### src/verilog/coder_pkg.sv
// *********************************************************************
// Code and byte formats shared by the encoder stages
// A code is one carry bit placed directly above one output byte
// The carry belongs to bytes emitted earlier and never to its own byte
// At most two codes are presented per cycle
// *********************************************************************
package coder_pkg;

  localparam int BYTE_WIDTH = 8;
  localparam int CODE_WIDTH = BYTE_WIDTH + 1;   // Carry on top

  // One output byte of the coder
  typedef logic [BYTE_WIDTH-1:0] byte_t;

  // Input code laid out as {carry, byte}
  typedef logic [CODE_WIDTH-1:0] code_t;

  // Codes valid this cycle, 3 is not a legal count
  typedef logic [1:0] code_count_t;

  // Byte value that opens or lengthens a run
  localparam byte_t BYTE_ALL_ONES = 8'hFF;

endpackage

### src/verilog/resolver_pkg.sv
// *********************************************************************
// Types and constants of the carry resolver
// The run counter has no saturation and must stay below RUN_LEN_MAX
// Up to RECORD_SLOTS records leave the resolver per cycle
// *********************************************************************
package resolver_pkg;

  localparam int RUN_LEN_WIDTH = 16;

  // Length of the pending 0xFF run
  typedef logic [RUN_LEN_WIDTH-1:0] run_len_t;

  // Reaching this count is an error in the stream
  localparam run_len_t RUN_LEN_MAX = '1;

  // Resolver FSM
  typedef enum logic [1:0] {
    RS_IDLE   = 2'd0,   // No stream open
    RS_PRIME  = 2'd1,   // Waiting for the first code
    RS_ACTIVE = 2'd2    // Pending byte held
  } resolver_state_t;

  localparam int RECORD_SLOTS = 2;

endpackage

### src/verilog/carry_resolver.sv
// *********************************************************************
// Carry propagation stage of the arithmetic encoder
// Up to two 9 bit codes per cycle, records one cycle after the codes
// start and finish must arrive in cycles with a code count of 0
// code_a is used for counts 1 and 2, code_b only for a count of 2
// The first carry after start is dropped
// *********************************************************************
`timescale 1ns/100ps

module carry_resolver (
  input  logic                     clk,
  input  logic                     rst_n,
  input  logic                     start,
  input  logic                     finish,
  input  coder_pkg::code_count_t   code_count,
  input  coder_pkg::code_t         code_a,
  input  coder_pkg::code_t         code_b,
  output logic                     rec0_valid,
  output logic                     rec1_valid,
  output coder_pkg::byte_t         rec0_head,
  output coder_pkg::byte_t         rec1_head,
  output resolver_pkg::run_len_t   rec0_run,
  output resolver_pkg::run_len_t   rec1_run,
  output coder_pkg::byte_t         rec0_run_byte,
  output coder_pkg::byte_t         rec1_run_byte,
  output logic                     done
);
  import coder_pkg::*;
  import resolver_pkg::*;

  // Registered state, after step a, after step b
  resolver_state_t cur_state, mid_state, next_state;
  byte_t           cur_pending, mid_pending, next_pending;
  run_len_t        cur_run, mid_run, next_run;

  logic     a_code_valid, b_code_valid;
  logic     a_valid, b_valid;
  byte_t    a_head, b_head;
  run_len_t a_run, b_run;
  byte_t    a_run_byte, b_run_byte;

  assign a_code_valid = (code_count != 2'd0);
  assign b_code_valid = (code_count == 2'd2);

  stream_ctrl ctrl_i (
    .clk          (clk),
    .rst_n        (rst_n),
    .start        (start),
    .next_state   (next_state),
    .next_pending (next_pending),
    .next_run     (next_run),
    .state        (cur_state),
    .pending      (cur_pending),
    .run          (cur_run)
  );

  // *******************************************************************
  // Two chained steps, code_a first
  carry_step step_a (
    .state_in     (cur_state),
    .pending_in   (cur_pending),
    .run_in       (cur_run),
    .code         (code_a),
    .code_valid   (a_code_valid),
    .flush        (finish),
    .state_out    (mid_state),
    .pending_out  (mid_pending),
    .run_out      (mid_run),
    .rec_valid    (a_valid),
    .rec_head     (a_head),
    .rec_run      (a_run),
    .rec_run_byte (a_run_byte)
  );

  carry_step step_b (
    .state_in     (mid_state),
    .pending_in   (mid_pending),
    .run_in       (mid_run),
    .code         (code_b),
    .code_valid   (b_code_valid),
    .flush        (1'b0),           // finish is handled by step a
    .state_out    (next_state),
    .pending_out  (next_pending),
    .run_out      (next_run),
    .rec_valid    (b_valid),
    .rec_head     (b_head),
    .rec_run      (b_run),
    .rec_run_byte (b_run_byte)
  );

  record_out out_i (
    .clk           (clk),
    .rst_n         (rst_n),
    .finish        (finish),
    .a_valid       (a_valid),
    .a_head        (a_head),
    .a_run         (a_run),
    .a_run_byte    (a_run_byte),
    .b_valid       (b_valid),
    .b_head        (b_head),
    .b_run         (b_run),
    .b_run_byte    (b_run_byte),
    .rec0_valid    (rec0_valid),
    .rec0_head     (rec0_head),
    .rec0_run      (rec0_run),
    .rec0_run_byte (rec0_run_byte),
    .rec1_valid    (rec1_valid),
    .rec1_head     (rec1_head),
    .rec1_run      (rec1_run),
    .rec1_run_byte (rec1_run_byte),
    .done          (done)
  );

endmodule

### src/verilog/carry_step.sv
// *********************************************************************
// Resolves one code against the pending byte and its 0xFF run
// Purely combinational, two copies are chained for two codes per cycle
// A flush request is only honoured when no code is valid
// The run counter wraps silently on overflow
// *********************************************************************
`timescale 1ns/100ps

module carry_step (
  input  resolver_pkg::resolver_state_t state_in,
  input  coder_pkg::byte_t              pending_in,
  input  resolver_pkg::run_len_t        run_in,
  input  coder_pkg::code_t              code,
  input  logic                          code_valid,
  input  logic                          flush,
  output resolver_pkg::resolver_state_t state_out,
  output coder_pkg::byte_t              pending_out,
  output resolver_pkg::run_len_t        run_out,
  output logic                          rec_valid,
  output coder_pkg::byte_t              rec_head,
  output resolver_pkg::run_len_t        rec_run,
  output coder_pkg::byte_t              rec_run_byte
);
  import coder_pkg::*;
  import resolver_pkg::*;

  logic  code_carry;
  byte_t code_byte;
  logic  code_closes;   // Code ends the current run

  assign code_carry  = code[BYTE_WIDTH];
  assign code_byte   = code[BYTE_WIDTH-1:0];
  assign code_closes = code_carry || (code_byte != BYTE_ALL_ONES);

  always_comb begin
    // Pass through unless a code or flush acts
    state_out    = state_in;
    pending_out  = pending_in;
    run_out      = run_in;
    rec_valid    = 1'b0;
    rec_head     = pending_in;
    rec_run      = run_in;
    rec_run_byte = BYTE_ALL_ONES;

    case (state_in)
      // *************************************************************
      RS_PRIME: begin
        if (code_valid) begin
          // First carry has no earlier byte to land on
          state_out   = RS_ACTIVE;
          pending_out = code_byte;
          run_out     = '0;
        end else if (flush) begin
          state_out = RS_IDLE;   // Empty stream ends without a record
        end
      end

      // *************************************************************
      RS_ACTIVE: begin
        if (code_valid) begin
          if (code_closes) begin
            rec_valid    = 1'b1;
            rec_head     = pending_in + byte_t'(code_carry);
            rec_run_byte = BYTE_ALL_ONES + byte_t'(code_carry);   // 0xFF or 0x00
            pending_out  = code_byte;
            run_out      = '0;
          end else begin
            run_out = run_in + run_len_t'(1);   // Plain 0xFF
          end
        end else if (flush) begin
          // Final record keeps pending byte and run as they are
          rec_valid = 1'b1;
          state_out = RS_IDLE;
          run_out   = '0;
        end
      end

      // Idle ignores codes and flush
      default: begin
        state_out = state_in;
      end
    endcase
  end

endmodule

### src/verilog/record_out.sv
// *********************************************************************
// Packs up to two records and registers them for one cycle
// A lone record always appears in slot 0
// No back-pressure, the receiver takes every valid record at once
// Payload outputs hold their last value while the valid is low
// *********************************************************************
`timescale 1ns/100ps

module record_out (
  input  logic                   clk,
  input  logic                   rst_n,
  input  logic                   finish,
  input  logic                   a_valid,
  input  coder_pkg::byte_t       a_head,
  input  resolver_pkg::run_len_t a_run,
  input  coder_pkg::byte_t       a_run_byte,
  input  logic                   b_valid,
  input  coder_pkg::byte_t       b_head,
  input  resolver_pkg::run_len_t b_run,
  input  coder_pkg::byte_t       b_run_byte,
  output logic                   rec0_valid,
  output coder_pkg::byte_t       rec0_head,
  output resolver_pkg::run_len_t rec0_run,
  output coder_pkg::byte_t       rec0_run_byte,
  output logic                   rec1_valid,
  output coder_pkg::byte_t       rec1_head,
  output resolver_pkg::run_len_t rec1_run,
  output coder_pkg::byte_t       rec1_run_byte,
  output logic                   done
);
  import coder_pkg::*;
  import resolver_pkg::*;

  // Packed slots ahead of the registers
  logic     slot_valid    [RECORD_SLOTS];
  byte_t    slot_head     [RECORD_SLOTS];
  run_len_t slot_run      [RECORD_SLOTS];
  byte_t    slot_run_byte [RECORD_SLOTS];

  // Registered slots
  logic     out_valid     [RECORD_SLOTS];
  byte_t    out_head      [RECORD_SLOTS];
  run_len_t out_run       [RECORD_SLOTS];
  byte_t    out_run_byte  [RECORD_SLOTS];

  // Step b moves down to slot 0 when step a is silent
  always_comb begin
    slot_valid[0]    = a_valid || b_valid;
    slot_head[0]     = a_valid ? a_head : b_head;
    slot_run[0]      = a_valid ? a_run : b_run;
    slot_run_byte[0] = a_valid ? a_run_byte : b_run_byte;
    slot_valid[1]    = a_valid && b_valid;
    slot_head[1]     = b_head;
    slot_run[1]      = b_run;
    slot_run_byte[1] = b_run_byte;
  end

  // *******************************************************************
  // Valids and done
  always_ff @(posedge clk or negedge rst_n) begin
    if (!rst_n) begin
      for (int i = 0; i < RECORD_SLOTS; i++) begin
        out_valid[i] <= 1'b0;
      end
      done <= 1'b0;
    end else begin
      for (int i = 0; i < RECORD_SLOTS; i++) begin
        out_valid[i] <= slot_valid[i];
      end
      done <= finish;   // Final record lands in the same cycle
    end
  end

  // Payload loads only with a record
  always_ff @(posedge clk) begin
    for (int i = 0; i < RECORD_SLOTS; i++) begin
      if (slot_valid[i]) begin
        out_head[i]     <= slot_head[i];
        out_run[i]      <= slot_run[i];
        out_run_byte[i] <= slot_run_byte[i];
      end
    end
  end

  assign rec0_valid    = out_valid[0];
  assign rec0_head     = out_head[0];
  assign rec0_run      = out_run[0];
  assign rec0_run_byte = out_run_byte[0];
  assign rec1_valid    = out_valid[1];
  assign rec1_head     = out_head[1];
  assign rec1_run      = out_run[1];
  assign rec1_run_byte = out_run_byte[1];

endmodule

### src/verilog/stream_ctrl.sv
// *********************************************************************
// Resolver FSM plus the pending byte and run registers
// start overrides the computed next values and opens a fresh stream
// start must not coincide with codes or they are lost
// *********************************************************************
`timescale 1ns/100ps

module stream_ctrl (
  input  logic                          clk,
  input  logic                          rst_n,
  input  logic                          start,
  input  resolver_pkg::resolver_state_t next_state,
  input  coder_pkg::byte_t              next_pending,
  input  resolver_pkg::run_len_t        next_run,
  output resolver_pkg::resolver_state_t state,
  output coder_pkg::byte_t              pending,
  output resolver_pkg::run_len_t        run
);
  import coder_pkg::*;
  import resolver_pkg::*;

  // *******************************************************************
  // FSM state
  always_ff @(posedge clk or negedge rst_n) begin
    if (!rst_n) begin
      state <= RS_IDLE;
    end else if (start) begin
      state <= RS_PRIME;   // Drops any open stream
    end else begin
      state <= next_state;
    end
  end

  // *******************************************************************
  // Pending byte and run length
  always_ff @(posedge clk or negedge rst_n) begin
    if (!rst_n) begin
      pending <= byte_t'(0);
      run     <= '0;
    end else if (start) begin
      pending <= byte_t'(0);
      run     <= '0;   // No run carried into the new stream
    end else begin
      pending <= next_pending;
      run     <= next_run;
    end
  end

endmodule
### config.mk
export PLATFORM = sky130hd
export DESIGN_NAME = carry_resolver
export DESIGN_NICKNAME = d
export VERILOG_FILES = /design/src/verilog/coder_pkg.sv /design/src/verilog/resolver_pkg.sv /design/src/verilog/carry_resolver.sv /design/src/verilog/carry_step.sv /design/src/verilog/record_out.sv /design/src/verilog/stream_ctrl.sv
export SDC_FILE = /design/constraint.sdc
export NUM_CORES = 1
export LEC_CHECK = 0
export ABC_CLOCK_PERIOD_IN_PS = 8900
export BUFFER_PORTS_ARGS = -buffer_cell sky130_fd_sc_hd__buf_2
export CAP_MARGIN = 10
export CORE_ASPECT_RATIO = 1.75
export CORE_MARGIN = 3
export CORE_UTILIZATION = 46
export CTS_CLUSTER_DIAMETER = 50
export DETAILED_ROUTE_END_ITERATION = 10
export PLACE_DENSITY = 0.72
export SYNTH_ARGS = -nofsm -noshare
export SYNTH_HDL_FRONTEND = slang
export SYNTH_HIERARCHICAL = 1
export SYNTH_SLANG_ARGS = --single-unit
### constraint.sdc
create_clock -name clk -period 8.9 [get_ports clk]
set_input_delay 0.445 -clock clk [delete_from_list [all_inputs] [get_ports clk]]
set_output_delay 0.445 -clock clk [all_outputs]
set_load 0.05 [all_outputs]
==> flow_summary_export.csv, run 1 <==
group,metric,value,unit
outcome,status,"finished, final reports clean",
drt,drt_first_pass_iters,7,
global_route,grt_pass1_wl,21.0,mm
power,p_per_area,314,nW/µm²
clock_network,cts-resized-gates,0,
clock_network,clk_pin_slew_worst_paths,0.06,ns
placement,place_hpwl,10.3,mm
clock_network,cts_tree,"yes",
power,ir_drop,0.000148,V
clock_network,clock-sinks,93,
synthesis,synth-main-ff-cell,"edfxtp_1",
synthesis,ys_ff_latch,93,
timing,max_slew_margin,0.321,
power,p_leak,0.00243,µW
cells_and_area,drive_gt1_frac,0.291,
floorplanning,die_area,13900,µm²
floorplanning,die_h,154,µm
critical_path,crit_fanout,13,
floorplanning,io_pins,91,
synthesis,synth_xor_area_frac,0.0366,
cells_and_area,design_area,6220,µm²
cells_and_area,seqCellArea,2650,µm²
floorplanning,start_util,0.474,
cells_and_area,nets,583,
drt,vias_per_cell,5.87,
critical_path,cp.arrival,4.13,ns
synthesis,synthArstFlopShare,0.312,
placement,io_buffers,90,
cells_and_area,multi_input_area,2520,µm²
timing,worstMarginPinSlew,1.01,ns
synthesis,synthMuxAreaShare,0.0888,
critical_path,r2r_cells,11,
global_route,antenna_found_initial,0,
clock_network,clk_latency,0.34,ns
synthesis,synthCells,510,
synthesis,ys_types,52,
timing,slew_violations,0,
global_route,first_global_vias,4073,
cells_and_area,nFillCells,1084,
global_route,grt_max_degree,35,
synthesis,syn_avg_cell_area,11.3,µm²
min_path,hold_class,"input pin to async pin",
timing,hold_violations,0,
drt,vias,4220,
timing,setup_violations,0,
critical_path,crit_required,9.11,ns
placement,gp_congestion,0.973,
critical_path,path_class,"register to register",
timing,rsz0062_at_grt,"no",
synthesis,synth_edf_count,64,
clock_network,cts_max_path_buffers,2,
flow_run,max-cap-violations,0,
cells_and_area,antennaDiodeCount,0,
clock_network,post_cts_buffers,0,
drt,routedWlPerCell,18.9,µm
synthesis,syn_area,5750,µm²
drt,first_iter_violations,410,
critical_path,startpoint_type,"register",
floorplanning,coreArea,12100,µm²
drt,ant_nets,0,
timing,tns,0,ns
clock_network,cts_root_buf,"clkbuf_16",
clock_network,htree_levels,3,
synthesis,synth_adder_area_share,0.0218,
clock_network,cts_buffers,9,
timing,fin_crit_sh,0.440,
synthesis,ys_seq_area_frac,0.461,
cells_and_area,syn_to_final_growth,8.21,%
global_route,grt_usage,0.191,
drt,route.detailed.drc,0,
synthesis,synth_compound_area_frac,0.116,
global_route,grt_overflow,0,
timing,fmax,255,MHz
floorplanning,die_x,90.5,µm
floorplanning,fp-row-count,53,
critical_path,setup.worst_path.end_class,"register",
clock_network,ctsHoldBuffers,0,
synthesis,yosysWarnings,6,
synthesis,synth_top_family_by_area,"simple AND/OR/NAND/NOR gates",
timing,period_minus_slack,3.92,ns
synthesis,synth_simple_gate_area_frac,0.172,
timing,fin_worst_skew,0.00554,ns
drt,wl,13.6,mm
placement,placed_cell_area,5920,µm²
## where the power goes
part / total (µW) / internal [µW] / switching (µW) / leakage (µW)
logic: 943 / 297 / 646 / 0.00130
clock network: 383 / 226 / 157 / 0.000144
registers: 623 / 587 / 36.4 / 0.000991
## per-stage QoR
step                hold WS (ns)  total power [µW]  setup slack, ns  instances   util
detailed placement         0.543              1570             4.84        703  0.488
global route               0.203              2050             4.73        719  0.512
floorplan                  0.149              1410             5.50        513      -
global placement           0.533              1540             5.03        703  0.488
finish                     0.148              1950             4.98        719  0.512
CTS                        0.176              1950             5.05        719  0.512
## cell usage in the layout, fill, tap and decap left out, types with 3 or more instances in the layout
| master | n |
|---|---|
| edfxtp_1 | 64 |
| mux2_4 | 28 |
| clkbuf_16 | 9 |
| nor2_1 | 26 |
| xnor2_1 | 20 |
| o22ai_1 | 8 |
| conb_1 | 4 |
| nand2_1 | 18 |
| nand2b_1 | 4 |
| o211a_1 | 4 |
| nor4_1 | 6 |
| o21ai_0 | 12 |
| o41ai_1 | 6 |
| and4_1 | 4 |
| inv_1 | 18 |
| xor2_1 | 4 |
| and2_1 | 5 |
| a21oi_1 | 14 |
| mux2_2 | 8 |
| a31o_2 | 4 |
| nor3_1 | 16 |
| a31o_1 | 4 |
| a31oi_1 | 10 |
| nand3_1 | 12 |
| ha_1 | 10 |
| buf_4 | 3 |
| a211oi_1 | 4 |
| dfrtp_1 | 29 |
| or4_1 | 4 |
| buf_2 | 90 |
| a22o_1 | 14 |
| nor2b_1 | 28 |
| nand4_1 | 22 |
| o221a_2 | 4 |
## worst max-delay path, cell delays in order, from the launching register on
cell and delay (ns):
dfrtp_1 0.35, inv_1 0.06, ha_1 0.42, or2b_2 0.38
nor3_1 0.19, a21oi_1 0.11, a211oi_1 0.84, nand4_4 0.28
or4_4 0.60, a31o_1 0.23, a31o_1 0.20, nor2b_1 0.12
## registers in the layout, summed over array words and instances, names as in the netlist
name / count
out_i/rec0_valid: 1
out_i/out_run_byte: 16
out_i/out_head: 16
out_i/done: 1
ctrl_i/run: 16
out_i/out_run: 32
ctrl_i/pending: 8
ctrl_i/state: 2
out_i/rec1_valid: 1
## layer usage
layer / GRT usage / share of wire / vias up
li1: - / - / 1937
met1: 0.198 / 0.36 / 1991
met2: 0.353 / 0.53 / 224
met3: 0.0240 / 0.052 / 68
met4: 0.129 / 0.056 / 0
met5: 0 / 0 / -
## kinds of logic (layout without fill, tap and decap cells)
group | count (synthesis) | count (layout)
flip-flops | 93 | 93
XOR/XNOR | 24 | 24
buffers and inverters | 86 | 127
multiplexers | 36 | 36
adder cells (fa/ha/maj) | 10 | 10
other | 1 | 4
AO/OA/AOI/OAI | 92 | 92
AND/OR/NAND/NOR | 168 | 168
## worst paths after layout
check	end	slack (ns)	start
setup reg to reg	ctrl_i/run[13]	4.98	ctrl_i/state[0]
setup / recovery	ctrl_i/run[13]	4.98	ctrl_i/state[0]
max in group asynchronous	ctrl_i/run[3]	8.28	rst_n
hold / removal	ctrl_i/pending[6]	0.15	rst_n
min in group clk	out_i/done	0.30	finish
hold reg to reg	out_i/out_run[0][15]	0.67	ctrl_i/run[15]
## cell usage after synthesis, types with 3 or more instances
cell type,count,share of area
a211oi_1,4,0.0052
a21oi_1,14,0.012
a22o_1,14,0.021
a31o_1,4,0.0061
a31o_2,4,0.0061
a31oi_1,10,0.011
and2_1,5,0.0054
and4_1,4,0.0061
buf_12,3,0.010
buf_2,3,0.0026
buf_4,46,0.060
buf_6,6,0.012
clkbuf_1,10,0.0065
dfrtp_1,29,0.13
edfxtp_1,64,0.33
ha_1,10,0.022
inv_1,18,0.012
mux2_2,8,0.016
mux2_4,28,0.073
nand2_1,18,0.012
nand2b_1,4,0.0044
nand3_1,12,0.010
nand4_1,22,0.024
nor2_1,26,0.017
nor2b_1,28,0.030
nor3_1,16,0.014
nor4_1,6,0.0065
o211a_1,4,0.0070
o21ai_0,12,0.010
o221a_2,4,0.0078
o22ai_1,8,0.0087
o41ai_1,6,0.0091
or4_1,4,0.0052
xnor2_1,20,0.030
xor2_1,4,0.0061
## final cells by class
class | count | area share
flip-flops and latches | 93 | 0.426
repair buffers | 93 | 0.0761
clock inverters | 5 | 0.00946
inverters | 18 | 0.0109
clock buffers | 11 | 0.0390
well taps | 165 | 0.0332
multi-input cells | 334 | 0.406
No activity file was read; power rests on OpenSTA's default activity.
==> run 2, diff against run 1 <==
- ABC_AREA: default -> 1
- ABC_CLOCK_PERIOD_IN_PS: 8900 -> 3700
- PLACE_DENSITY: 0.72 -> 0.71
- clock period: 8.9 -> 3.7 ns (I/O delays scaled with it)
==> run 2 against run 1 <==
  * Non-clock buffer count up 13
  * Synthesized cell count increased by 63%
  * Synthesized area increased by 11%
  * Flip-flop and latch count stayed put
  * Highest routed layer unchanged
  * Routed wire length increased by 21%
  * Register-to-register slack lost 4.6 ns
  * Global-route usage increased by 3.0 points
  * Critical path type unchanged
  * Clock skew increased by 0.0051 ns
  * Sequential share of layout area fell by 4.7 points
==> flow_summary_export.csv, run 2 <==
group,metric,value,unit
clock_network,cts_max_path_buffers,2,
drt,vias_per_cell,5.13,
synthesis,yosys-top-cells-count,"214 x nand2_1, 106 x inv_1, 97 x nor2_1",
synthesis,synth-main-ff-cell,"edfxtp_1",
placement,place_hpwl,12.7,mm
power,power_frac_seq,0.295,
min_path,hold_class,"input pin to register",
power,p_leak,0.00317,µW
cells_and_area,largest_register,"out_i/out_run",
synthesis,synth_edf_count,64,
clock_network,clk_pin_slew_worst_paths,0.07,ns
synthesis,synthCells,829,
synthesis,ys_types,36,
clock_network,cts_root_buf,"clkbuf_16",
cells_and_area,mostFrequentLayoutCells,"214 x nand2_1, 106 x inv_1, 97 x nor2_1",
drt,route.detailed.drc,0,
critical_path,crit_required,3.97,ns
floorplanning,die_x,95.1,µm
placement,gp_congestion,1.00,
drt,wl,16.4,mm
placement,io_buffers,90,
drt,ant_nets,0,
synthesis,yosysWarnings,6,
synthesis,synthArstFlopShare,0.312,
timing,hold_violations,0,
timing,slew_violations,0,
cells_and_area,antennaDiodeCount,0,
critical_path,cp.arrival,3.56,ns
floorplanning,die_area,15400,µm²
floorplanning,io_pins,91,
timing,max_slew_margin,0.411,
critical_path,setup.worst_path.end_class,"register",
synthesis,synth.area.top_cells,"edfxtp_1 30%, nand2_1 13%, dfrtp_1 11%, inv_1 6.2%, buf_4 5.9%",
timing,fmax,304,MHz
cells_and_area,syn_to_final_growth,9.50,%
power,p_sw_frac,0.489,
cells_and_area,final_common_cell,"nand2_1",
critical_path,crit_fanout,12,
cells_and_area,largest_reg_flops,32,
cells_and_area,stdcell_count,1060,
timing,setup_violations,0,
clock_network,cts-resized-gates,0,
drt,vias,5440,
cells_and_area,drive_gt1_frac,0.214,
clock_network,clock-sinks,93,
drt,drt_first_pass_iters,5,
power,comb_power_share,0.527,
power,switching_power,2550,µW
global_route,grt_max_degree,34,
synthesis,syn_area,6380,µm²
synthesis,ys_ff_latch,93,
clock_network,cts_tree,"yes",
timing,worstMarginPinSlew,0.874,ns
floorplanning,coreArea,13500,µm²
clock_network,cts_buffers,9,
drt,routedWlPerCell,15.4,µm
power,pwr-share-clk,0.179,
global_route,first_global_vias,5064,
global_route,grt_overflow,0,
timing,rsz0062_at_grt,"no",
global_route,grt_pass1_wl,26.3,mm
synthesis,syn_avg_cell_area,7.70,µm²
synthesis,ys_seq_area_frac,0.415,
synthesis,yosysTopAreaCellShare,0.301,
outcome,status,"finished, final reports clean",
synthesis,yosysTopAreaCell,"edfxtp_1",
floorplanning,fp-row-count,56,
cells_and_area,nets,915,
flow_run,max-cap-violations,0,
timing,fin_worst_skew,0.0107,ns
drt,first_iter_violations,471,
power,p_int,2670,µW
critical_path,startpoint_type,"register",
critical_path,path_class,"register to register",
synthesis,synth_most_common_cell,"nand2_1",
global_route,grt_usage,0.221,
floorplanning,start_util,0.472,
timing,fin_crit_sh,0.889,
clock_network,clk_latency,0.35,ns
power,ir_drop,0.000293,V
clock_network,htree_levels,3,
global_route,antenna_found_initial,0,
timing,period_minus_slack,3.29,ns
placement,dp.cells,1043,
floorplanning,die_h,162,µm
timing,tns,0,ns
power,p_per_area,746,nW/µm²
-- run 2: changes by cell type after synthesis, moves of 16 or more --
cell	before	now
nor2_1	26	97
xnor2_1	20	0
mux2_4	28	0
nor2b_1	28	0
nor3_1	16	0
nand3_1	12	68
xor2_1	4	20
inv_1	18	106
nand2_1	18	214
-- run 2: kinds of logic after synthesis --
logic type,share of synthesized area
and+or+nand+nor,0.306
buffers and inverters,0.154
DFF,0.415
AOI/OAI and AO/OA,0.0772
xor gates and xnor gates,0.0274
adders and majority gates,0.0196
other,0.000587
-- run 2: final timing paths --
check	start	endpoint	slack, ns	depth (start not counted)
max reg2reg	ctrl_i/state[0]	ctrl_i/run[14]	0.41	19
min	finish	out_i/done	0.04	1
min in group asynchronous	rst_n	ctrl_i/run[7]	0.43	2
max in group asynchronous	rst_n	ctrl_i/run[14]	2.79	2
max	ctrl_i/state[0]	ctrl_i/run[14]	0.41	19
min reg2reg	ctrl_i/run[5]	out_i/out_run[0][5]	0.64	2
-- run 2: power groups by stage --
stage          combinational, µW  sequential [µW]  clock [µW]
5_1_grt                     3030             1550         992
6_report                    2750             1540         931
2_1_floorplan               1830             1950           0
3_3_place_gp                2680             1560           0
4_1_cts                     2730             1540         949
3_5_place_dp                2710             1560           0
-- run 2: repair_timing --
item | in CTS | in global routing
endpoints found under the hold margin | 29 | 0
setup buffers | 0 | 0
hold buffers | 1 | 0
-- run 2: area by class of cell --
| type | count | area [µm²] |
|---|---|---|
| Clock inverter | 7 | 80.1 |
| Fill cell | 1297 | 6530 |
| Inverter | 121 | 467 |
| Multi-Input combinational cell | 550 | 2770 |
| Sequential cell | 93 | 2650 |
| Tap cell | 174 | 218 |
| Timing Repair Buffer | 106 | 586 |
| Clock buffer | 9 | 225 |
-- run 2: metal layers --
metal	share of wire	GRT usage
met3	0.050	0.0209
met5	0	0
met4	0.044	0.0999
met2	0.54	0.397
met1	0.37	0.260
-- run 2: critical path, stage by stage (launching register included) --
cell,delay [ns]
dfrtp_1,0.40
inv_1,0.07
ha_1,0.43
inv_1,0.22
nor2_1,0.18
nor2_1,0.09
nor2_4,0.14
nor2_4,0.07
nor3_2,0.34
ha_1,0.27
nand3_1,0.13
nor2_1,0.26
nand3_1,0.11
nand2_1,0.07
nand3_1,0.07
nand2_1,0.07
nand2_1,0.06
a21oi_2,0.13
inv_1,0.04
nor2_1,0.08
-- run 2: per-stage QoR --
stage               total power, µW  cell area, µm²  hold slack [ns]   util  setup WS (ns)
global route                   5580            6990           0.0328  0.517         0.0782
floorplan                      3780            6400           -0.111      -          0.892
finish                         5210            6990           0.0413  0.517          0.410
global placement               4240            6680            0.282  0.494          0.512
detailed placement             4270            6680            0.286  0.494          0.476
CTS                            5210            6990           0.0270  0.517          0.464
==> run 3, diff against run 2 <==
- PLACE_DENSITY: 0.71 -> 0.73
- SYNTH_HIERARCHICAL: 1 -> default
==> run 3 against run 2 <==
  * Synthesized cell count fell by 26%
  * Worst setup slack improved by 0.35 ns
  * Sequential share of layout area is 1.3 points higher
  * Fmax is 12% higher
  * Routed wire length is 13% lower
  * Power down 26%
  * Die area shrank 23%
==> flow_summary_export.csv, run 3 <==
group,metric,value,unit
outcome,status,"finished, final reports clean",
timing,rsz0062_at_grt,"no",
cells_and_area,nets,733,
placement,placed_cell_area,5400,µm²
critical_path,cp_slowest_cell,"ha_1",
critical_path,path_class,"register to register",
drt,vias,4658,
cells_and_area,largest_register,"out_i.out_run",
floorplanning,die_area,11900,µm²
global_route,grt_overflow,0,
drt,wl,14.3,mm
placement,place_hpwl,10.9,mm
timing,fmax,340,MHz
global_route,grt_usage,0.246,
clock_network,cts_tree,"yes",
drt,route.detailed.drc,0,
critical_path,crit_fanout,10,
timing,fin_worst_skew,0.00645,ns
synthesis,syn_avg_cell_area,7.94,µm²
synthesis,syn_area,4860,µm²
flow_run,max-cap-violations,0,
global_route,grt_pass1_wl,22.8,mm
cells_and_area,reg_top3,"out_i.out_run: 32 flops, ctrl_i.run: 16 flops, out_i.out_head: 16 flops",
critical_path,path_cells,"inv_1, ha_1, nor2_2, o21ai_1, nand2_2, inv_4, nand2_1, o21ai_2, ha_1, nand3_1, nor2_1, nand2_1, nor2_1, o21ai_0, a21oi_1",
clock_network,clk_latency,0.34,ns
critical_path,setup.worst_path.end_class,"register",
cells_and_area,seqCellArea,2230,µm²
floorplanning,die_h,142,µm
cells_and_area,syn_to_final_growth,17.1,%
synthesis,yosysWarnings,0,
power,p_leak,0.00251,µW
clock_network,clk_pin_slew_worst_paths,0.06,ns
floorplanning,fp-row-count,49,
synthesis,synth-main-ff-cell,"edfxtp_1",
cells_and_area,nFillCells,969,
floorplanning,die_x,83.7,µm
clock_network,cts_root_buf,"clkbuf_16",
drt,routedWlPerCell,17.2,µm
cells_and_area,drive_gt1_frac,0.223,
critical_path,crit_required,3.96,ns
synthesis,ys_seq_area_frac,0.458,
placement,gp_congestion,0.989,
timing,setup_violations,0,
floorplanning,io_pins,91,
critical_path,startpoint_type,"register",
global_route,first_global_vias,4595,
timing,tns,0,ns
critical_path,path_buf_inv,2,
critical_path,cp.arrival,3.20,ns
cells_and_area,design_area,5690,µm²
synthesis,synthArstFlopShare,0.367,
synthesis,yosysTopAreaCellShare,0.309,
power,totalPowerFinal,3870,µW
synthesis,ys_types,44,
synthesis,yosysTopAreaCell,"edfxtp_1",
cells_and_area,largest_reg_flops,32,
power,ir_drop,0.000343,V
floorplanning,coreArea,10300,µm²
synthesis,synth_most_common_cell,"nand2_1",
min_path,hold_class,"input pin to register",
global_route,grt_max_degree,30,
placement,io_buffers,90,
critical_path,critPathTopFamily,"simple AND/OR/NAND/NOR gates",
cells_and_area,multi_input_area,2190,µm²
critical_path,cpPeakStageDelay,0.45,ns
floorplanning,start_util,0.472,
timing,worstMarginPinSlew,0.764,ns
cells_and_area,mostFrequentLayoutCells,"160 x nand2_1, 90 x buf_2, 72 x inv_1",
timing,max_slew_margin,0.491,
synthesis,synthCells,612,
clock_network,cts_max_path_buffers,2,
clock_network,clock-sinks,79,
timing,period_minus_slack,2.94,ns
synthesis,synth.area.top_cells,"edfxtp_1 31%, dfrtp_1 15%, nand2_1 12%, inv_1 5.6%, nor2_1 4.8%",
timing,slew_violations,0,
timing,hold_violations,0,
synthesis,synth_edf_count,50,
drt,ant_nets,0,
timing,hold_slack,0.135,ns
global_route,antenna_found_initial,0,
cells_and_area,final_common_cell,"nand2_1",
drt,drt_first_pass_iters,5,
drt,vias_per_cell,5.61,
synthesis,yosys-top-cells-count,"160 x nand2_1, 72 x inv_1, 62 x nor2_1",
cells_and_area,antennaDiodeCount,0,
clock_network,cts_buffers,9,
drt,first_iter_violations,391,
synthesis,ys_ff_latch,79,
power,p_per_area,680,nW/µm²
timing,fin_crit_sh,0.794,
synthesis,synth_nets,646,
clock_network,htree_levels,3,
## run 3: kinds of logic (layout without fill, tap and decap cells)
kind of cell,after synthesis,in the layout,synth area share
adder cells (fa/ha/maj),10,10,0.0257
XOR/XNOR,8,8,0.0144
buffers and inverters,105,197,0.0929
AND/OR/NAND/NOR,320,320,0.303
flip-flops,79,79,0.458
AO/OA/AOI/OAI,90,90,0.106
## run 3: stage by stage
| step | worst slack, ns | util | cells |
|---|---|---|---|
| after floorplan | 0.225 | - | 612 |
| after global placement | 1.00 | 0.524 | 813 |
| after detailed placement | 0.871 | 0.524 | 813 |
| after CTS | 0.846 | 0.553 | 831 |
| after global routing | 0.503 | 0.553 | 831 |
| final | 0.761 | 0.553 | 831 |
## run 3: area by class of cell
type | count | share of cell area
Clock buffer | 9 | 0.0396
Tap cell | 127 | 0.0279
Inverter | 82 | 0.0545
Sequential cell | 79 | 0.391
Multi-Input combinational cell | 428 | 0.385
Timing Repair Buffer | 99 | 0.0941
Clock inverter | 7 | 0.00791
## run 3: where the power goes
| part | internal [µW] | total [µW] | switching (µW) |
|---|---|---|---|
| registers | 1130 | 1190 | 63.6 |
| logic | 443 | 1860 | 1420 |
| clock network | 454 | 819 | 365 |
## run 3: metal layers
metal / up-vias / track usage / part of all wire / wire (µm)
li1: 2192 / - / - / -
met1: 2166 / 0.246 / 0.34 / 4880
met2: 226 / 0.461 / 0.53 / 7620
met3: 74 / 0.0429 / 0.058 / 830
met4: 0 / 0.163 / 0.065 / 927
met5: - / 0 / 0 / 0
## run 3: path summary, 6_finish.rpt
check,from,end,slack (ns),cells past startpoint
max,ctrl_i.state[0],ctrl_i.run[10],0.76,15
min,code_b[6],ctrl_i.pending[6],0.14,3
max reg2reg,ctrl_i.state[0],ctrl_i.run[10],0.76,15
min reg2reg,ctrl_i.run[15],out_i.out_run[0][15],0.64,2
max in group asynchronous,rst_n,out_i.rec1_valid,2.74,2
min in group asynchronous,rst_n,out_i.done,0.47,2
## run 3: what timing repair did
item,4_1_cts,5_1_grt
gates resized for setup,0,0
endpoints found under the hold margin,30,0
hold buffers,2,0
buffers inserted,0,0
## run 3: worst reg2reg max path, stage by stage, from the launching register on
cell and delay [ns]:
dfrtp_1 0.35, inv_1 0.06, ha_1 0.45, nor2_2 0.10
o21ai_1 0.14, nand2_2 0.27, inv_4 0.20, nand2_1 0.09
o21ai_2 0.13, ha_1 0.26, nand3_1 0.13, nor2_1 0.21
nand2_1 0.13, nor2_1 0.11, o21ai_0 0.09, a21oi_1 0.16
